<file path="config.mk">
export PLATFORM = sky130hd
export DESIGN_NAME = wh_bram
export DESIGN_NICKNAME = d
export VERILOG_FILES = /design/src/common/gat_dims_pkg.sv /design/src/common/gat_types_pkg.sv /design/src/rtl/wh_bram.sv
export SDC_FILE = /design/constraint.sdc
export NUM_CORES = 1
export LEC_CHECK = 0
export ABC_AREA = 1
export BUFFER_PORTS_ARGS = -buffer_cell sky130_fd_sc_hd__buf_4
export CORE_ASPECT_RATIO = 1.5
export CORE_MARGIN = 2
export CORE_UTILIZATION = 35
export DETAILED_ROUTE_END_ITERATION = 7
export PLACE_DENSITY = 0.61
export SYNTH_ARGS = -nofsm -noshare
export SYNTH_HDL_FRONTEND = slang
export SYNTH_SLANG_ARGS = --single-unit
</file>
<file path="constraint.sdc">
create_clock -name clk -period 6.2 [get_ports clk]
set_clock_uncertainty 0.15 [all_clocks]
set_input_delay 1.86 -clock clk [delete_from_list [all_inputs] [get_ports clk]]
set_output_delay 1.86 -clock clk [all_outputs]
set_load 0.05 [all_outputs]
</file>
<file path="src/common/gat_dims_pkg.sv">
package gat_dims_pkg;

  // Feature row geometry
  localparam int NUM_FEAT = 4;
  localparam int DATA_W = 8;

  // Job size, node 0 is the target itself
  localparam int MAX_NODES = 8;
  localparam int NODE_W = 3;
  localparam int CNT_W = 4;

  // Coefficient path
  localparam int COEF_W = 20;
  localparam int LRELU_SHIFT = 3;

  // Output buffering
  localparam int FIFO_DEPTH = 4;
  localparam int FIFO_PTR_W = $clog2(FIFO_DEPTH);

  // Config map: attention entries at 0..7, self half first
  localparam int CFG_ADDR_W = 4;
  localparam int ATTN_ENTRIES = 2 * NUM_FEAT;
  localparam int CFG_NODES_ADDR = 8;
  localparam int CFG_START_ADDR = 9;

endpackage

</file>
<file path="src/common/gat_types_pkg.sv">
package gat_types_pkg;

  // Signed feature or attention entry
  typedef logic signed [gat_dims_pkg::DATA_W-1:0] data_t;

  // Feature 0 in the low bits
  typedef logic [gat_dims_pkg::NUM_FEAT*gat_dims_pkg::DATA_W-1:0] wh_row_t;

  typedef logic signed [gat_dims_pkg::COEF_W-1:0] coef_t;

  typedef logic [gat_dims_pkg::NODE_W-1:0] node_t;
  typedef logic [gat_dims_pkg::CNT_W-1:0] cnt_t;
  typedef logic [gat_dims_pkg::CFG_ADDR_W-1:0] cfg_addr_t;

  typedef enum logic [2:0] {
    ENG_IDLE,
    ENG_RD_SELF,
    ENG_RD_NBR,
    ENG_COMPUTE,
    ENG_PUSH
  } engine_state_e;

  // Four-phase sender
  typedef enum logic [1:0] {
    PORT_IDLE,
    PORT_REQ,
    PORT_WAIT_REL
  } port_state_e;

endpackage

</file>
<file path="src/rtl/wh_bram.sv">
`timescale 1ns/1ns

module wh_bram (
  input  logic                     clk,
  input  logic                     rst_n,
  input  logic                     we_i,
  input  gat_types_pkg::node_t     waddr_i,
  input  gat_types_pkg::wh_row_t   wdata_i,
  input  gat_types_pkg::node_t     raddr_i,
  output gat_types_pkg::wh_row_t   rdata_o
);

  gat_types_pkg::wh_row_t mem [gat_dims_pkg::MAX_NODES];
  gat_types_pkg::wh_row_t rdata_q;

  always_ff @(posedge clk) begin
    if (we_i) begin
      mem[waddr_i] <= wdata_i;
    end
  end

  // One cycle read latency
  always_ff @(posedge clk) begin
    if (!rst_n) begin
      rdata_q <= '0;
    end else begin
      rdata_q <= mem[raddr_i];
    end
  end

  assign rdata_o = rdata_q;

endmodule

</file>
== After elaboration in Yosys (flattened, before gate mapping) ==
Memory sizes are Yosys's and may differ from the RTL's. A register that Yosys moved wholly into a read port is not among the register bits.
Index checks and enable logic that the tools add are counted.

* Memories kept: 1
* Bits of input ports: 41
* Word-level logic and storage cells: 4
* Register bits after elaboration: 0
* Output and inout port bits: 32
* RAM bits: 256

* Reduce and logical (&&, ||, !) cells: 1
* Mux-type cells: 2

{| class="wikitable"
|+ Memory list
! memory !! words !! bits a word !! rd ports !! clocked after Yosys merged registers in !! wr ports !! RTL line !! text
|-
| mem || 8 || 32 || 1 || 1 || 1 || wh_bram.sv:13 || <nowiki>gat_types_pkg::wh_row_t mem [gat_dims_pkg::MAX_NODES];</nowiki>
|}

{| class="wikitable"
|+ Operators by type and width
! kind !! count
|-
| 1-bit 2-to-1 mux || 2
|-
| 1-bit zero test || 1
|}

== Depth between registers and ports, before layout ==
* Depth in word-level cells: 2
* Depth in mapped cells: 8
* Gate-level depth less buffers: 6

== Worst setup path after synthesis ==
OpenSTA, ideal clock, no wires.

* Kind: input port to flip-flop
* From: input waddr_i[0]
* To: memory mem[0][0] in the netlist's numbering, enable pin
* Data arrival time: 3,355 ps
* Setup time: 421 ps
* Setup slack: 2,273 ps
* Required time: 5,629 ps
* Path buffers: 0
* Stages: 3
* Cell sequence: inv_1 -> nand2_1 -> nor2_1

{| class="wikitable"
|+ RTL lines
! what !! RTL line !! text
|-
| from (decl) || wh_bram.sv:7 || <nowiki>input gat_types_pkg::node_t waddr_i,</nowiki>
|-
| to (decl) || wh_bram.sv:13 ||
|}

Straight into the memory's write port.

==> summary.md <==
| Metric | Value |
|---|---|
| Die width | `154 µm` |
| Top post-synthesis cells by area | `edfxtp_1 (65%), nand2_1 (10%), inv_1 (8.2%)` |
| Post-synth top area share | `0.649` |
| Num ports | `73` |
| Met1 Track Usage GR | `0.164` |
| Antenna viol nets, final | `0` |
| Minimum clock period | `3.61 ns` |
| RR Endpoint | `rdata_o[31]` |
| Met3 Resource Use GR | `0.0206` |
| Proportion of layout cells with a drive suffix above 1 | `0.109` |
| Final setup vio count | `0` |
| Place WS | `2.04 ns` |
| CP bufs+invs | `3` |
| Post-Synthesis Cells | `1158` |
| Post-synth top flop | `edfxtp_1` |
| Critical Path RT | `6.47 ns` |
| # fillers | `3035` |
| Largest net degree at the start of global routing | `112` |
| Lkg Pwr | `6.12 nW` |
| PwrDens | `306 nW/µm²` |
| Slew Limit Fails | `0` |
| RSZ-0062 raised after global routing | `no` |
| Core ar. | `33300 µm²` |
| Flop-to-flop setup slack | `5.10 ns` |
| First-pass GRT wire length | `39.0 mm` |
| FP Rows | `82` |
| Critical path's top delay family | `buffers and inverters` |
| DRT iter0 DRCs | `484` |
| Hold Vio Cnt, Final | `0` |
| Port buffer count | `72` |
| Slowest CP cell | `inv_4` |
| Outcome | `complete, no violations` |
| Worst Reg-to-Reg Cells | `6` |
| Worst setup SP type | `input port` |
| CP cell instances | `buf_4, inv_4, buf_4, nand2_1, nand3_1, nand3_1, nand2_1, nor2_1` |
| H-tree depth | `1` |
| HPWL after DPL | `12.6 mm` |
| Placer Congestion | `0.722` |
| Crit path to | `rdata_o[21]` |
| Setup slack after layout | `2.59 ns` |
| TNS Setup | `0 ns` |
| Biggest cell delay along the critical path | `0.90 ns` |
| Worst Path Arrival | `3.88 ns` |
| Max cap viols | `0` |
| GRT Util Overall | `0.142` |
| Wire length per cell | `14.7 µm` |
| Crit share post-route | `0.582` |
| Starting density of the core | `0.355` |
| Post-CTS setup repair buffer count | `0` |
| Most frequent cell after synthesis | `nand2_1` |
| Post-synth EDFFs | `256` |
| Post-synth top area cell | `edfxtp_1` |
| Final #Nets | `1260` |
| Async S/R FF share, synth | `0` |
| Vias in the first global route | `7503` |
| Yosys cell types | `11` |
| CP Class | `input port to flop` |
| Die span in y | `229 µm` |
| CTS Buf Count | `26` |
| Syn_nets | `1199` |
| CP startpoint | `raddr_i[0]` |
| Fmax | `277 MHz` |
| Hold_buf cts | `0` |
| Seq/Total Area, Yosys | `0.703` |
| CTS clk-pin slew, worst paths | `0.07 ns` |
| Avg Vias per Cell | `4.39` |
| GRT Residual Overflow | `0` |
| Ys Warns | `0` |
| Clock Latency Late Sink | `0.54 ns` |
| Drt pass-1 iters | `5` |
| FF-to-FF Start | `mem[4][31]` |
| Via count | `7287` |
| Rel. slew slack | `0.219` |
| Area Overhead vs Synth | `15.8%` |
| Die area | `35400 µm²` |
| Multi-input gate area | `2350 µm²` |
| Clock Sinks | `288` |
| CTS max path bufs | `3` |
| Peak supply drop | `191 µV` |
| Synth cell count leaders | `nand2_1 (326), inv_1 (259), edfxtp_1 (256)` |
| Register Area | `8330 µm²` |
| Avg Cell Area, Syn | `10.2 µm²` |
| Clock Tree Root | `clkbuf_16` |
| Crit. End Element | `flop` |
| Critical-path maximum fanout | `111` |
| Total Wirelength | `24.4 mm` |
| CTS tree | `yes` |
| Worst-Margin Slew | `1.17 ns` |
| Cell Area, Synth | `11800 µm²` |
| GR peak layer | `met2` |
| Initial antenna violation count | `1` |
| Remaining DRCs | `0` |
| Worst path depth | `8` |
| Worst Hold Class | `flop to flop` |
| Synthesized flop and latch total | `288` |
| Post-CTS resize count | `0` |
| GR Util met2 | `0.261` |
| Antenna Cells | `0` |
-- layout by cell type, fill, tap and decap left out --
cell type   instances
clkbuf_1            4
edfxtp_1          256
bufinv_16           4
clkbuf_16          27
nand3_1           160
dfxtp_1            32
clkbuf_8            3
inv_4               1
clkinv_2            5
clkinv_1            3
nor2_4              8
inv_1             259
buf_4              84
nor2_1             64
inv_2               1
clkinvlp_4          2
nand2_1           326
-- metrics by stage --
| step | utilization | area, µm² | cells | total power, W | hold slack, ns |
|---|---|---|---|---|---|
| floorplan | - | 11800 | 1158 | 0.00246 | 0.463 |
| global placement | 0.385 | 12800 | 1611 | 0.00257 | 0.495 |
| detailed placement | 0.385 | 12800 | 1611 | 0.00258 | 0.499 |
| CTS | 0.412 | 13700 | 1659 | 0.00425 | 0.511 |
| global route | 0.412 | 13700 | 1659 | 0.00436 | 0.545 |
| finish | 0.412 | 13700 | 1659 | 0.00420 | 0.509 |
-- area by class of cell --
cell class                      instances  area share
Clock buffer                           34      0.0533
Multi-Input combinational cell        558       0.172
Inverter                              261      0.0716
Timing Repair Buffer                   84      0.0459
Tap cell                              420      0.0383
Sequential cell                       288       0.607
Clock inverter                         14      0.0125
-- state kept, by name, indices dropped and copies added, names as in the netlist --
| name | count |
|---|---|
| rdata_o | 32 |
| mem | 256 |
-- worst reg2reg max path: stages (launching register included) --
cell      delay, ns
edfxtp_1       0.36
inv_1          0.07
nand2_1        0.05
nand3_1        0.11
nand3_1        0.08
nand2_1        0.10
nor2_1         0.07
-- report_power, final --
part | internal (W) | switching [W] | leakage [nW]
Clock | 0.000997 | 0.000674 | 0.440
Sequential | 0.00219 | 0.0000191 | 2.59
Combinational | 0.0000954 | 0.000231 | 3.09
-- cell families after synthesis --
logic type,count (synthesis),synth area share
buffers and inverters,312,0.103
and+or+nand+nor,558,0.194
DFF,288,0.703
-- how the worst min path moves through the flow --
| stage | from | slack, ns | endpoint | depth (start not counted) |
|---|---|---|---|---|
| after floorplan | mem[0][30] | 0.46 | rdata_o[30] | 6 |
| after global placement | mem[0][20] | 0.50 | rdata_o[20] | 6 |
| after detailed placement | mem[1][20] | 0.50 | rdata_o[20] | 6 |
| after CTS | mem[0][23] | 0.51 | rdata_o[23] | 6 |
| after global routing | mem[0][23] | 0.54 | rdata_o[23] | 6 |
| final | mem[1][0] | 0.51 | rdata_o[0] | 6 |
-- layer usage --
layer  up-vias  routed length [µm]
li1       3727                   -
met1      3352                9390
met2       170               13300
met3        36                1310
met4         2                 389
met5         -                  16
No activity file was read; power rests on OpenSTA's default activity.
