$ cat config.mk
export PLATFORM = sky130hd
export DESIGN_NAME = attn_cfg_regs
export DESIGN_NICKNAME = d
export VERILOG_FILES = /design/src/common/gat_dims_pkg.sv /design/src/common/gat_types_pkg.sv /design/src/dmvm/attn_cfg_regs.sv
export SDC_FILE = /design/constraint.sdc
export NUM_CORES = 1
export LEC_CHECK = 0
export BUFFER_PORTS_ARGS = -buffer_cell sky130_fd_sc_hd__buf_2
export CAP_MARGIN = 20
export CORE_MARGIN = 3
export CORE_UTILIZATION = 30
export DETAILED_ROUTE_END_ITERATION = 8
export GPL_TIMING_DRIVEN = 0
export PLACE_DENSITY = 0.55
export RECOVER_POWER = 25
export SETUP_SLACK_MARGIN = 0.02
export SKIP_LAST_GASP = 1
export SLEW_MARGIN = 0
export SYNTH_ARGS = -nofsm -noshare
export SYNTH_HDL_FRONTEND = slang
export SYNTH_SLANG_ARGS = --single-unit
$ cat constraint.sdc
create_clock -name clk -period 2.71 [get_ports clk]
set_input_delay 0.1355 -clock clk [delete_from_list [all_inputs] [get_ports clk]]
set_output_delay 0.1355 -clock clk [all_outputs]
set_load 0.02 [all_outputs]
$ cat src/common/gat_dims_pkg.sv
package gat_dims_pkg;

  // Feature row geometry
  localparam int NUM_FEAT = 4;
  localparam int DATA_W = 8;

  // Job size, node 0 is the target itself
  localparam int MAX_NODES = 8;
  localparam int NODE_W = 3;
  localparam int CNT_W = 4;

  // Coefficient path
  localparam int COEF_W = 20;
  localparam int LRELU_SHIFT = 3;

  // Output buffering
  localparam int FIFO_DEPTH = 4;
  localparam int FIFO_PTR_W = $clog2(FIFO_DEPTH);

  // Config map: attention entries at 0..7, self half first
  localparam int CFG_ADDR_W = 4;
  localparam int ATTN_ENTRIES = 2 * NUM_FEAT;
  localparam int CFG_NODES_ADDR = 8;
  localparam int CFG_START_ADDR = 9;

endpackage

$ cat src/common/gat_types_pkg.sv
package gat_types_pkg;

  // Signed feature or attention entry
  typedef logic signed [gat_dims_pkg::DATA_W-1:0] data_t;

  // Feature 0 in the low bits
  typedef logic [gat_dims_pkg::NUM_FEAT*gat_dims_pkg::DATA_W-1:0] wh_row_t;

  typedef logic signed [gat_dims_pkg::COEF_W-1:0] coef_t;

  typedef logic [gat_dims_pkg::NODE_W-1:0] node_t;
  typedef logic [gat_dims_pkg::CNT_W-1:0] cnt_t;
  typedef logic [gat_dims_pkg::CFG_ADDR_W-1:0] cfg_addr_t;

  typedef enum logic [2:0] {
    ENG_IDLE,
    ENG_RD_SELF,
    ENG_RD_NBR,
    ENG_COMPUTE,
    ENG_PUSH
  } engine_state_e;

  // Four-phase sender
  typedef enum logic [1:0] {
    PORT_IDLE,
    PORT_REQ,
    PORT_WAIT_REL
  } port_state_e;

endpackage

$ cat src/dmvm/attn_cfg_regs.sv
`timescale 1ns/1ns

module attn_cfg_regs (
  input  logic                              clk,
  input  logic                              rst_n,
  input  logic                              cfg_we_i,
  input  gat_types_pkg::cfg_addr_t          cfg_addr_i,
  input  gat_types_pkg::data_t              cfg_data_i,
  input  logic                              done_i,
  output logic                              start_o,
  output gat_types_pkg::data_t [gat_dims_pkg::ATTN_ENTRIES-1:0] attn_o,
  output gat_types_pkg::cnt_t               node_cnt_o,
  output logic                              busy_o
);

  gat_types_pkg::data_t [gat_dims_pkg::ATTN_ENTRIES-1:0] attn_q;
  gat_types_pkg::cnt_t node_cnt_q;
  gat_types_pkg::cnt_t node_cnt_sat;
  logic start_q;
  logic busy_q;
  logic wr_ok;

  // Config is frozen for the whole job
  assign wr_ok = cfg_we_i && !busy_q;

  assign node_cnt_sat = ($unsigned(cfg_data_i) > gat_dims_pkg::MAX_NODES) ?
                        gat_types_pkg::cnt_t'(gat_dims_pkg::MAX_NODES) :
                        cfg_data_i[gat_dims_pkg::CNT_W-1:0];

  always_ff @(posedge clk) begin
    if (!rst_n) begin
      attn_q <= '0;
      node_cnt_q <= '0;
      start_q <= 1'b0;
      busy_q <= 1'b0;
    end else begin
      start_q <= 1'b0;
      if (done_i) begin
        busy_q <= 1'b0;
      end
      if (wr_ok) begin
        for (int i = 0; i < gat_dims_pkg::ATTN_ENTRIES; i++) begin
          if (cfg_addr_i == gat_types_pkg::cfg_addr_t'(i)) begin
            attn_q[i] <= cfg_data_i;
          end
        end
        if (cfg_addr_i == gat_types_pkg::cfg_addr_t'(gat_dims_pkg::CFG_NODES_ADDR)) begin
          node_cnt_q <= node_cnt_sat;
        end
        if (cfg_addr_i == gat_types_pkg::cfg_addr_t'(gat_dims_pkg::CFG_START_ADDR)) begin
          start_q <= 1'b1;
          busy_q <= 1'b1;
        end
      end
    end
  end

  assign start_o = start_q;
  assign attn_o = attn_q;
  assign node_cnt_o = node_cnt_q;
  assign busy_o = busy_q;

endmodule

# Word level (Yosys, flattened, before mapping)
# Index checks and enable logic that the tools add are counted.
word_totals:
  regBits: 70
op_classes:
  order_cmp: 1
  muxes: 5
  n_eq_ne: 9
  reduce_logical: 13
op_table:
  columns: ["cell", "count"]
  rows:
  - ["$reduce_and A2 Y1", 10]
  - ["$eq A4 B3 Y1 const B", 4]
  - ["$eq A4 B2 Y1 const B", 2]
  - ["$eq A4 B4 Y1 const B", 2]
  - ["$gt A8 B4 Y1 const B", 1]
  - ["$eq A4 B1 Y1 const B", 1]
  - ["$logic_not A4 Y1", 1]
  - ["$mux W1", 4]
  - ["$mux W4", 1]
  - ["$logic_and A1 B1 Y1", 1]
  - ["$logic_not A1 Y1", 1]

# Depth between registers and ports, before layout
logic_depth:
  ltp_word: 3
  mapped_depth: 4

# Least setup slack after synthesis
# No wires, ideal clock.
synth_timing:
  path_kind: "register to register"
  start: "register busy_q, in the netlist busy_o"
  end: "register attn_q, in the netlist attn_o[56]"
  t_arrival_ns: 1.320
  t_required_ns: 2.637
  stages_incl_launch_ff: 5
  path_slack_ns: 1.317
  cell_sequence: "dfxtp_1 nor4bb_4 and3_1 buf_6 mux2i_1"
synth_via:
  elab_chain_cells: 3
synth_rtl:
  columns: ["element", "line_no", "text"]
  rows:
  - ["start: declaration", "attn_cfg_regs.sv:20", "logic busy_q;"]
  - ["start signal: assignment", "attn_cfg_regs.sv:35", "busy_q <= 1'b0;"]
  - ["start signal: assignment", "attn_cfg_regs.sv:39", "busy_q <= 1'b0;"]
  - ["start signal: assignment", "attn_cfg_regs.sv:52", "busy_q <= 1'b1;"]
  - ["$logic_not A1 Y1", "attn_cfg_regs.sv:24", "assign wr_ok = cfg_we_i && !busy_q;"]
  - ["$logic_and A1 B1 Y1", "attn_cfg_regs.sv:24", null]
  - ["$reduce_and A2 Y1 (no line)", null, null]
  - ["end signal: indexed assignment", "attn_cfg_regs.sv:44", "attn_q[i] <= cfg_data_i;"]
  - ["end: declaration", "attn_cfg_regs.sv:16", "gat_types_pkg::data_t [gat_dims_pkg::ATTN_ENTRIES-1:0] attn_q;"]
# No other way between the ends.
# A chain may end at the register's enable or synchronous reset.

# Worst setup path after layout
layout_timing:
  start: "register busy_q, in the netlist busy_o"
  end: "register attn_q, in the netlist attn_o[62]"
# The elaborated chain is that of the path after synthesis.

==> metrics.txt <==
status completed; TritonCTS clock tree done; Starting Density 0.3134; Row Count 33; async set-reset flop share out of synthesis 0; EDFF count, synth 0; share of layout cells above drive strength 1 0.2143; clock tree root driver cell clkbuf_8; hold_sp cfg_data_i[1]; post-route clock period utilization 0.5325; Layout area overhead 27.67%; Total Power 2101 uW; Worst Hold Depth 3; Detail Placement HPWL 4965 um; clk_lat worst skew around 0.34 ns; Die Span Y 99.34 um; Gate Count Post-Synth 250; Power Density 629.6 mW/mm^2; Die Wd 99.34 um; reg2reg setup slack 1.27 ns; register area share after synthesis 0.5361; fmax 0.6929 GHz; max-slew violations 0; Mapped Area 0.002614 sq mm; Switching Share 0.2279; Final Setup Violations 0; Crit. End Element flip-flop; H-tree depth 3; residual DRC count 0; largest net degree at the start of global routing 12; synth warn 0; CTS resizes 0; GPL Wtd Cong a little over 0.7; area leader, netlist dfxtp_1; initial antenna violation count 0; TNS Setup 0 ns; Slew HR 0.6460; nets 361; RSZ-0062 raised after global routing no; Clock transition at path regs ~0.070 ns; max cap viols 0; CTS buffer count 9; DR vias 2053; final WL 7169 um; CP Class flip-flop to flip-flop; crit start category flip-flop; Synth top area share 0.5361; CP Max Fanout 8; syn_nets 266; P_int 1622 uW; synth unique cells 17; Clock Sinks 70; power share of the sequential group 0.499; Clk network pwr share 0.438; Top Ports 86; Net Sw Power 478.9 uW; commonest cells in the synthesized netlist nand2_1, dfxtp_1, mux2i_1; Die Area roughly 0.0099 sq mm; DR pass1 iterations 4; Worst Skew 0.002543 ns; largest cells by area after synthesis dfxtp_1, mux2i_1, nand2_1; Worst EP required 2.98 ns; Main synth FF type dfxtp_1; CTS Hold Bufs 0; Worst Hold Class primary input to flip-flop; GR Util All Layers 0.1518; number of global-route vias before repair 2029; first-pass GRT wire length 11100 um; Worst Tran Pin Value roughly 0.53 ns; Final Hold Viols 0; antenna-violating nets left 0; worst flop-to-flop path startpoint busy_o; Post-Place Setup Slack 1.258 ns; Final min period 1.443 ns; most common cell in the netlist nand2_1; Min-Delay Endpoint node_cnt_o[1]; Synth Register Bits 70; reg2reg path depth 4; Comb pwr share 0.063; Max clock buf depth 2; mean number of vias per cell 4.512; Avg Inst Size Synth 10.46 sq um; Critical Path AT 1.71 ns; Layout fillers slightly below 900; Peak VDD IR 0.2169 mV; setup ws final 1.267 ns; PortBufs 84; # diodes 0; DR iter-0 viols 67; gr ovfl total 0; routed len/inst approximately 16 um; area of the core 0.008341 sq mm; Post-CTS Repair Setup Buffers 0; worst r2r dst attn_o[62]; Static Leak 0.001653 uW
-- area by class of cell --
cell class | count | area, sq um | area share
timing repair buffer | 84 | 376.6 | 0.1129
clock inverter | 4 | 70.07 | 0.02100
clock buffer | 12 | 145.1 | 0.04349
buffer | 11 | 57.56 | 0.01725
tap | 105 | 131.4 | 0.03937
multi-input combinational | 169 | 1155 | 0.3461
sequential | 70 | 1401 | 0.4199
-- worst max path at each step --
stage / to / slack (ns) / start
6_report: attn_o[62] / 1.27 / busy_o
5_1_grt: attn_o[56] / 1.16 / busy_o
4_1_cts: attn_o[62] / 1.25 / busy_o
3_5_place_dp: attn_o[58] / 1.26 / busy_o
3_3_place_gp: attn_o[57] / 1.26 / rst_n
2_1_floorplan: attn_o[56] / 1.32 / busy_o
-- cell families after synthesis --
family | count (synthesis) | synth area share
compound gates | 2 | 0.003830
mux | 67 | 0.2566
flops | 70 | 0.5361
buf+inv | 11 | 0.02202
simple gates | 100 | 0.1814
-- metrics by stage --
| stage | util | area, sq um | hold WS (ns) | cells |
|---|---|---|---|---|
| floorplan | - | 2614 | 0.2885 | 250 |
| global placement | 0.3795 | 3166 | 0.4127 | 439 |
| detailed placement | 0.3795 | 3166 | 0.4262 | 439 |
| CTS | 0.4053 | 3381 | 0.05263 | 455 |
| global route | 0.4001 | 3337 | 0.05384 | 455 |
| finish | 0.4001 | 3337 | 0.06254 | 455 |
-- per-layer routing --
layer  routed length [um]  GRT usage  up-vias
li1                     -          -     1027
met1                 3404     0.1971      958
met2                 3179     0.2309       58
met3                  484    0.05961       10
met4                  102    0.05042        0
met5                    0          0        -
-- power by group through the flow --
stage / Clock [uW] / Sequential, uW / Combinational [uW]
final: 921 / 1050 / 132
after CTS: 944 / 1050 / 136
after global routing: 995 / 1050 / 145
after floorplan: 0 / 1090 / 62.2
after detailed placement: 0 / 1070 / 136
after global placement: 0 / 1070 / 135
-- state kept, by name, indices dropped and copies added, names as in the netlist --
| register | cells |
|---|---|
| start_o | 1 |
| busy_o | 1 |
| node_cnt_o | 4 |
| attn_o | 64 |
-- layout by cell type, fill, tap and decap left out, types with 2 or more instances in the layout --
cell / Yosys / layout
nand2_1: 76 / 76
dfxtp_1: 70 / 70
mux2i_1: 67 / 67
buf_2: 1 / 50
clkbuf_1: 8 / 45
clkbuf_8: 0 / 10
nand2_2: 6 / 6
nor2b_1: 4 / 4
nand4_1: 4 / 4
and3_1: 3 / 3
buf_6: 2 / 2
nor2_1: 2 / 2
a21oi_1: 2 / 2
clkinv_2: 0 / 2
bufinv_16: 0 / 2
-- worst max-delay path: stages (launching register included) --
cell	delay, ns
dfxtp_1	0.38
nor4bb_4	0.42
and3_1	0.23
buf_6	0.15
mux2i_1	0.18
No activity file was read; power rests on OpenSTA's default activity.
