==> src/common/gat_dims_pkg.sv <==
package gat_dims_pkg;

  // Feature row geometry
  localparam int NUM_FEAT = 4;
  localparam int DATA_W = 8;

  // Job size, node 0 is the target itself
  localparam int MAX_NODES = 8;
  localparam int NODE_W = 3;
  localparam int CNT_W = 4;

  // Coefficient path
  localparam int COEF_W = 20;
  localparam int LRELU_SHIFT = 3;

  // Output buffering
  localparam int FIFO_DEPTH = 4;
  localparam int FIFO_PTR_W = $clog2(FIFO_DEPTH);

  // Config map: attention entries at 0..7, self half first
  localparam int CFG_ADDR_W = 4;
  localparam int ATTN_ENTRIES = 2 * NUM_FEAT;
  localparam int CFG_NODES_ADDR = 8;
  localparam int CFG_START_ADDR = 9;

endpackage

==> src/common/gat_types_pkg.sv <==
package gat_types_pkg;

  // Signed feature or attention entry
  typedef logic signed [gat_dims_pkg::DATA_W-1:0] data_t;

  // Feature 0 in the low bits
  typedef logic [gat_dims_pkg::NUM_FEAT*gat_dims_pkg::DATA_W-1:0] wh_row_t;

  typedef logic signed [gat_dims_pkg::COEF_W-1:0] coef_t;

  typedef logic [gat_dims_pkg::NODE_W-1:0] node_t;
  typedef logic [gat_dims_pkg::CNT_W-1:0] cnt_t;
  typedef logic [gat_dims_pkg::CFG_ADDR_W-1:0] cfg_addr_t;

  typedef enum logic [2:0] {
    ENG_IDLE,
    ENG_RD_SELF,
    ENG_RD_NBR,
    ENG_COMPUTE,
    ENG_PUSH
  } engine_state_e;

  // Four-phase sender
  typedef enum logic [1:0] {
    PORT_IDLE,
    PORT_REQ,
    PORT_WAIT_REL
  } port_state_e;

endpackage

==> src/rtl/coef_out_port.sv <==
`timescale 1ns/1ns

module coef_out_port (
  input  logic                   clk,
  input  logic                   rst_n,
  input  logic                   empty_i,
  input  gat_types_pkg::node_t   node_i,
  input  gat_types_pkg::coef_t   coef_i,
  output logic                   pop_o,
  output logic                   req_o,
  output gat_types_pkg::node_t   node_o,
  output gat_types_pkg::coef_t   coef_o,
  input  logic                   ack_i
);

  gat_types_pkg::port_state_e state_q;
  gat_types_pkg::node_t node_q;
  gat_types_pkg::coef_t coef_q;

  // Take the head entry as the port leaves idle
  assign pop_o = (state_q == gat_types_pkg::PORT_IDLE) && !empty_i;

  always_ff @(posedge clk) begin
    if (!rst_n) begin
      state_q <= gat_types_pkg::PORT_IDLE;
    end else begin
      case (state_q)
        gat_types_pkg::PORT_IDLE: begin
          if (!empty_i) begin
            state_q <= gat_types_pkg::PORT_REQ;
          end
        end
        gat_types_pkg::PORT_REQ: begin
          if (ack_i) begin
            state_q <= gat_types_pkg::PORT_WAIT_REL;
          end
        end
        // Next req only once ack is back low
        gat_types_pkg::PORT_WAIT_REL: begin
          if (!ack_i) begin
            state_q <= gat_types_pkg::PORT_IDLE;
          end
        end
        default: begin
          state_q <= gat_types_pkg::PORT_IDLE;
        end
      endcase
    end
  end

  always_ff @(posedge clk) begin
    if (pop_o) begin
      node_q <= node_i;
      coef_q <= coef_i;
    end
  end

  assign req_o = (state_q == gat_types_pkg::PORT_REQ);
  assign node_o = node_q;
  assign coef_o = coef_q;

endmodule

==> config.mk <==
export PLATFORM = sky130hd
export DESIGN_NAME = coef_out_port
export DESIGN_NICKNAME = d
export VERILOG_FILES = /design/src/common/gat_dims_pkg.sv /design/src/common/gat_types_pkg.sv /design/src/rtl/coef_out_port.sv
export SDC_FILE = /design/constraint.sdc
export NUM_CORES = 1
export LEC_CHECK = 0
export BUFFER_PORTS_ARGS = -buffer_cell sky130_fd_sc_hd__buf_2
export CORE_ASPECT_RATIO = 1.2
export CORE_UTILIZATION = 25
export CTS_BUF_LIST = sky130_fd_sc_hd__clkbuf_4
export DETAILED_ROUTE_END_ITERATION = 16
export PLACE_DENSITY_LB_ADDON = 0.15
export RECOVER_POWER = 25
export SYNTH_ARGS = -nofsm -noshare
export SYNTH_HDL_FRONTEND = slang
export SYNTH_SLANG_ARGS = --single-unit
==> constraint.sdc <==
create_clock -name clk -period 2.45 [get_ports clk]
set_input_delay 0.3675 -clock clk [delete_from_list [all_inputs] [get_ports clk]]
set_output_delay 0.3675 -clock clk [all_outputs]
set_load 0.005 [all_outputs]
-- Word level (Yosys, flattened, before mapping)
Index checks and enable logic that the tools add are counted.
- flip-flop bits (word level): 25
- output and inout port bits: 25
- logic and storage cells: 16
- equality and inequality tests: 5
- muxes and demuxes: 4
- reductions and logical operators: 4
- operators by type and width (cell ; count):
    $mux W2 ; 3
    $pmux W2 S3 ; 1
    $ne A2 B2 Y1 const B ; 2
    $reduce_and A3 Y1 ; 1
    $eq A2 B1 Y1 const B ; 1
    $eq A2 B2 Y1 const B ; 1
    $logic_not A2 Y1 ; 1
    $ne A2 B1 Y1 const B ; 1
    $logic_and A1 B1 Y1 ; 1
    $logic_not A1 Y1 ; 1

-- Longest topological paths before layout
Gate-level depths: netlist of the first run.
- word-level depth: 3
- gate-level depth with buffers: 2
- gate-level depth less buffers: 2

-- Worst setup path before layout of the first run
Ideal clock, no wire load.
- path type: register to register
- start: register state_q[1]
- end: register coef_q[0], in the netlist coef_o[0], enable pin
- library setup time: 0.437 ns
- data arrival time: 2.084 ns
- required time: 2.013 ns
- setup slack: -0.071 ns
- stages on the path, launching flop included: 2
- buffers on the path: 0
- period minus slack after synthesis: 2.521 ns
- path through: dfxtp_1 nor3_1
- cells in the longest elaborated chain, start to end: 2
- ends and longest elaborated chain (item ; line ; text):
    start, declared ; coef_out_port.sv:16 ; gat_types_pkg::port_state_e state_q;
    start signal, assigned ; coef_out_port.sv:25 ; state_q <= gat_types_pkg::PORT_IDLE;
    start signal, assigned ; coef_out_port.sv:30 ; state_q <= gat_types_pkg::PORT_REQ;
    start signal, assigned ; coef_out_port.sv:35 ; state_q <= gat_types_pkg::PORT_WAIT_REL;
    $logic_not A2 Y1 ; coef_out_port.sv:21 ; assign pop_o = (state_q == gat_types_pkg::PORT_IDLE) && !empty_i;
    $logic_and A1 B1 Y1 ; coef_out_port.sv:21 ;
    via pop_o ; coef_out_port.sv:9 ; output logic pop_o,
    end signal, assigned ; coef_out_port.sv:54 ; coef_q <= coef_i;
    end, declared ; coef_out_port.sv:18 ; gat_types_pkg::coef_t coef_q;
The timed path passes the listed nets, and every way through them passes these cells.
A chain may end at the register's enable or synchronous reset.

-- Worst setup path in the final report of the first run
- start: register state_q[1]
- end: output port pop_o
- cells in the longest elaborated chain, start to end: 2
- ends and longest elaborated chain (item ; line):
    $logic_not A2 Y1 ; coef_out_port.sv:21
    $logic_and A1 B1 Y1 ; coef_out_port.sv:21
    end, declared ; coef_out_port.sv:9
Every way passes these cells.

==> results of run 1 <==
## worst max-delay path: stages, from the launching register on
cell and delay (ns):
dfxtp_1 0.39, nor3_4 0.20, buf_2 0.15
## worst paths after layout
| kind | from | endpoint | slack [ns] | cells after the start |
|---|---|---|---|---|
| worst max-delay path | state_q[1] | pop_o | 1.03 | 2 |
| worst min-delay path | coef_i[16] | coef_o[16] | 0.22 | 1 |
| worst max register to register | state_q[1] | coef_o[4] | 1.22 | 2 |
| worst min register to register | state_q[1] | state_q[0] | 0.57 | 1 |
## power groups by stage
stage | registers (mW) | clock network (mW) | logic [mW]
3_3_place_gp | 0.518 | 0 | 0.0743
6_report | 0.508 | 0.177 | 0.0734
3_5_place_dp | 0.519 | 0 | 0.0754
2_1_floorplan | 0.522 | 0 | 0.0170
5_1_grt | 0.512 | 0.203 | 0.0830
4_1_cts | 0.509 | 0.190 | 0.0756
## registers in the layout, summed over array words and instances, names as in the netlist
register and flops:
coef_o 20, node_o 3, state_q 2
## layer usage
metal	vias to the layer above	global-route usage [%]
met5	-	0
met4	0	3.95
met3	2	2.42
met2	32	14.9
met1	210	11.3
li1	235	-
## area by class of cell
class / instances / share of cell area (%)
repair buffers: 52 / 23.3
multi-input cells: 6 / 5.76
clock buffers: 3 / 2.00
clock inverters: 1 / 0.443
well taps: 34 / 3.77
flip-flops and latches: 25 / 64.7
## kinds of logic (layout without fill, tap and decap cells)
family | after synthesis | in the layout
flip-flops | 25 | 25
AND/OR/NAND/NOR | 4 | 4
buffers and inverters | 0 | 56
XOR/XNOR | 1 | 1
multiplexers | 1 | 1
## cells in the final DEF, fill, tap and decap left out
cell type   n
buf_2      51
edfxtp_1   23
clkbuf_4    3
dfxtp_1     2
nor2b_1     1
nor3_4      1
mux2_4      1
nor3b_2     1
xor2_1      1
and3_1      1
clkinv_2    1
buf_4       1
==> flow_summary.toml, run 1 <==
[routing]
wire_length_per_cell_um = 12.0
drt_pass1_iterations = 3
detail-route-antenna-nets = 0
met3WireLength_um = 130
vias_per_cell = 3.96
met1Wirelength_um = 600
postRouteWirelength_um = 1450
dr_total_vias = 479
drc_errors = 0
detailroute.wirelength.met2_um = 704
drt-initial-drc-count = 7
topRoutingLayerUsed = "met4"

[worst_setup_path]
critical_path_arrival_ns = 1.05
critPathLaunchType = "register"
worstPathRequired_ns = 2.08
critical_path_peak_fanout = 4
criticalPathCategory = "register to output pin"
cp-end-kind = "output pin"

[synth]
postSynthAreaPerCell_sq_um = 25.3
synth_top_family_by_area = "simple AND/OR/NAND/NOR gates"
total_of_flip_flops_plus_latches_after_synthesis = 25
yosys-top-cells-area = "edfxtp_1 88%, dfxtp_1 5.1%, mux2_4 1.9%, nor3b_2 1.6%, xor2_1 1.1%"
share_of_the_yosys_chip_area_belonging_to_registers_pct = 93.1
netlist_area_sq_um = 785
synth_ff_type = "edfxtp_1"
netlist-cell-type-count = 8
post-synth-top-area-cell = "edfxtp_1"
number_of_enable_flip_flop_cells_after_synthesis = 23
asyncSetResetFlopFracSynth_pct = 0
post_synth_fa_ha_maj_area_fraction_pct = 0
synth_nets = 58
synthMuxAreaShare_pct = 1.91
yosys.area_share.simple_pct = 3.83
synthMostInstantiatedCell = "edfxtp_1"
compound_gate_fraction_of_synth_area_pct = 0
synth_common_cells = "23 x edfxtp_1, 2 x dfxtp_1"
postSynthCellCount = 31
yosys.area_share.xor_xnor_pct = 1.12
yosys_warnings = 0
yosys.area.top_type_share_pct = 88.0

[timing]
tns_ns = 0
skew_ns = 0.00518
post-route-min-period_ns = 1.42
layout_worst_path_cycle_share_pct = 57.9
tightest_slew_ns = 0.290
finalHoldViolations = 0
worst_hold_slack_ns = 0.222
setup_violations = 0
final_critical_path_setup_slack_ns = 1.03
maxClockFrequency_mhz = 704
grt_setup_unrepaired = "no"
slew_headroom_pct = 80.7
timing_max_transition_violations_final = 0

[finish]
diodes = 0
finalNonFillerCells = 121
multiInputGateArea_sq_um = 65.1
post-route-util_pct = 39.0
area_delta_synth_final_pct = 43.9
layout.cell_area.non_filler_sq_um = 1130
num-nets-final = 115
drive_gt1_share_pct = 67.8
sequential_cell_area_sq_um = 731
fill_cells = 291

[die]
fp.dieArea_sq_um = 3370
initial_core_util_pct = 27.1
die_w_um = 53.1
io_pins = 52
std_cell_rows = 21
die_y_um = 63.4
core_region_area_sq_um = 2890

[clock_network]
ctsRootBufferMaster = "clkbuf_4"
insertion_delay_ns = 0.31
cts-buffers-inserted = 3
ctsLongestPathBuffers = 2
cts_tree = "done"
cts.sinks = 25
cts_hold_repair.buffers = 0
cts_resized = 0
htreeDepth = 1
clock_transition_at_the_register_clock_pins_on_the_worst_setup_and_hold_paths_after_cts_ns = 0.13
number_of_post_cts_setup_repair_buffers = 0

[power]
vdd_ir_drop_max_uv = 283
switch_pwr_uw = 159
seqPwrFrac_pct = 67.0
static_leak_nw = 0.493
power_per_cell_area_nw_per_um2 = 672
total_power_uw = 759
pwr-share-comb_pct = 9.7
switching_part_of_the_total_power_pct = 21.0
p_clk_share_pct = 23.3
power.internal_uw = 600

[global_routing]
grt_antenna_before_repair = 0
groute.usage.overall_pct = 9.22
overflow = 0
grt_max_degree = 24
grt_pass1_wl_um = 2230
number_of_global_route_vias_before_repair = 472

[placement]
post_dp_cell_area_sq_um = 1100
routabilityCongestion = 0.628
quantity_of_i_o_buffers_inserted_on_ports = 51
hpwlAfterDp_um = 1130
place.detailed.instances = 117
dp_worst_setup_slack_ns = 1.17

[flow_run]
timing.max_cap.violations = 0

[hold_path]
hold_class = "primary input to register"

[outcome]
status = "complete, no violations"
No activity file was read; power rests on OpenSTA's default activity.
==> run 2: changes to the inputs <==
==> constraint.sdc (replaced) <==
create_clock -name clk -period 1.27 [get_ports clk]
set_input_delay 0.1905 -clock clk [delete_from_list [all_inputs] [get_ports clk]]
set_output_delay 0.1905 -clock clk [all_outputs]
set_load 0.005 [all_outputs]
==> run 2 against run 1 <==
The flow now finishes with violations (setup timing). Final area up 6.8%. Cell count up 3.3%. Wire length grew 2.4%. Critical path type unchanged. Largest cell class unchanged.
==> flow_summary.toml, run 2 (same netlist as run 1, synthesis figures left out) <==
[hold_path]
worst_hold_startpoint = "coef_i[6]"
hold-path-cell-count = 1
worstHoldEndpoint = "coef_o[6]"
hold_class = "primary input to register"

[finish]
finalNonFillerCells = 125
fill_cells = 287
diodes = 0
num-nets-final = 119
flip_flop_count_of_the_largest_register_after_layout = 20
multiInputGateArea_sq_um = 65.1
mostFrequentLayoutCells = "50 x buf_2, 23 x edfxtp_1, 3 x clkbuf_4, 3 x buf_4"
area_delta_synth_final_pct = 53.6
drive_gt1_share_pct = 71.4
sequential_cell_area_sq_um = 736
most_common_cell_after_layout_fill_and_taps_aside = "buf_2"

[global_routing]
number_of_global_route_vias_before_repair = 487
groute.usage.overall_pct = 9.23
overflow = 0
grt_antenna_before_repair = 0
grt_max_degree = 16
grt_pass1_wl_um = 2120

[routing]
detail-route-antenna-nets = 0
drc_errors = 0
vias_per_cell = 4.03
postRouteWirelength_um = 1480
drt-initial-drc-count = 7
wire_length_per_cell_um = 11.9
drt_pass1_iterations = 2
dr_total_vias = 504

[timing]
post-route-min-period_ns = 1.29
grt_setup_unrepaired = "yes"
slew_headroom_pct = 87.1
timing_max_transition_violations_final = 0
setup_violations = 1
layout_worst_path_cycle_share_pct = 102
skew_ns = 0.00323
maxClockFrequency_mhz = 773
finalHoldViolations = 0
tns_ns = -0.0232
tightest_slew_ns = 0.193
final_critical_path_setup_slack_ns = -0.0232

[power]
vdd_ir_drop_max_uv = 540
static_leak_nw = 0.524
power_per_cell_area_nw_per_um2 = 1260

[clock_network]
ctsLongestPathBuffers = 2
clock_transition_at_the_register_clock_pins_on_the_worst_setup_and_hold_paths_after_cts_ns = 0.14
htreeDepth = 1
ctsRootBufferMaster = "clkbuf_4"
cts_hold_repair.buffers = 0
cts.sinks = 25
cts-buffers-inserted = 3
cts_tree = "done"
insertion_delay_ns = 0.31

[flow_run]
timing.max_cap.violations = 0

[die]
die_w_um = 53.1
fp.dieArea_sq_um = 3370
io_pins = 52
initial_core_util_pct = 27.1
core_region_area_sq_um = 2890
die_y_um = 63.4
std_cell_rows = 21

[worst_setup_path]
worstPathRequired_ns = 1.08
worst_r2r_startpoint = "state_q[0]"
r2r_slack_ns = 0.09
cp-end-kind = "output pin"
reg2reg_depth = 3
critical_path_arrival_ns = 1.10
critical_path_peak_fanout = 2
crit_path_start = "state_q[0]"
critPathLaunchType = "register"
worst_r2r_endpoint = "node_o[2]"
criticalPathCategory = "register to output pin"

[outcome]
failed_checks = "setup timing"
status = "finished, violations left"

[placement]
quantity_of_i_o_buffers_inserted_on_ports = 51
place.detailed.instances = 117
routabilityCongestion = 0.587
[run 2: cell count changes in the layout (fill, tap and decap cells not counted), sizes merged]
cell,previous run,this run
buf,52,56
clkinv,1,0
clkinvlp,0,1
[run 2: final cells by class]
cell class	count	area share [%]
Multi-Input combinational cell	6	5.40
Timing Repair Buffer	56	27.5
Clock inverter	1	0.623
Sequential cell	25	61.1
Clock buffer	3	1.87
Tap cell	34	3.53
[run 2: timing repair]
action | in CTS | in global routing
buffers inserted | 3 | 0
pin swaps | 1 | 1
cloned | 1 | 0
gates resized for setup | 3 | 1
endpoints found under the setup margin | 1 | 2
[run 2: power by group]
group | total [mW] | internal, mW | leakage [nW] | switching, mW
clock | 0.352 | 0.120 | 0.0139 | 0.232
sequential | 0.978 | 0.963 | 0.237 | 0.0150
combinational | 0.186 | 0.111 | 0.272 | 0.0746
[run 2: critical path, stage by stage (launching register included)]
cell     delay, ns
dfxtp_4       0.38
nor3_4        0.21
buf_12        0.13
buf_6         0.08
[run 2: worst max path at each step]
stage                           end  slack, ns  cells past startpoint
after floorplan           coef_o[0]      -0.12                      1
after global placement        pop_o       0.22                      3
after detailed placement      pop_o       0.20                      3
after CTS                     pop_o      -0.06                      3
after global routing          pop_o      -0.10                      3
final                         pop_o      -0.02                      3
[run 2: per-stage QoR]
| stage | power, mW | hold WS (ns) | cell area [sq um] | util (%) | setup WS (ns) |
|---|---|---|---|---|---|
| floorplan | 1.04 | 0.289 | 797 | - | -0.125 |
| global placement | 1.15 | 0.369 | 1110 | 38.6 | 0.218 |
| CTS | 1.55 | 0.0249 | 1200 | 41.6 | -0.0601 |
| detailed placement | 1.15 | 0.369 | 1110 | 38.6 | 0.204 |
| finish | 1.52 | 0.0437 | 1200 | 41.7 | -0.0232 |
| global route | 1.60 | 0.0118 | 1200 | 41.7 | -0.103 |
[run 2: per-layer routing]
layer	share of wire, %	global-route usage (%)
met4	0.94	5.92
met1	36	9.78
met2	52	15.2
met5	0	0
met3	10	2.90
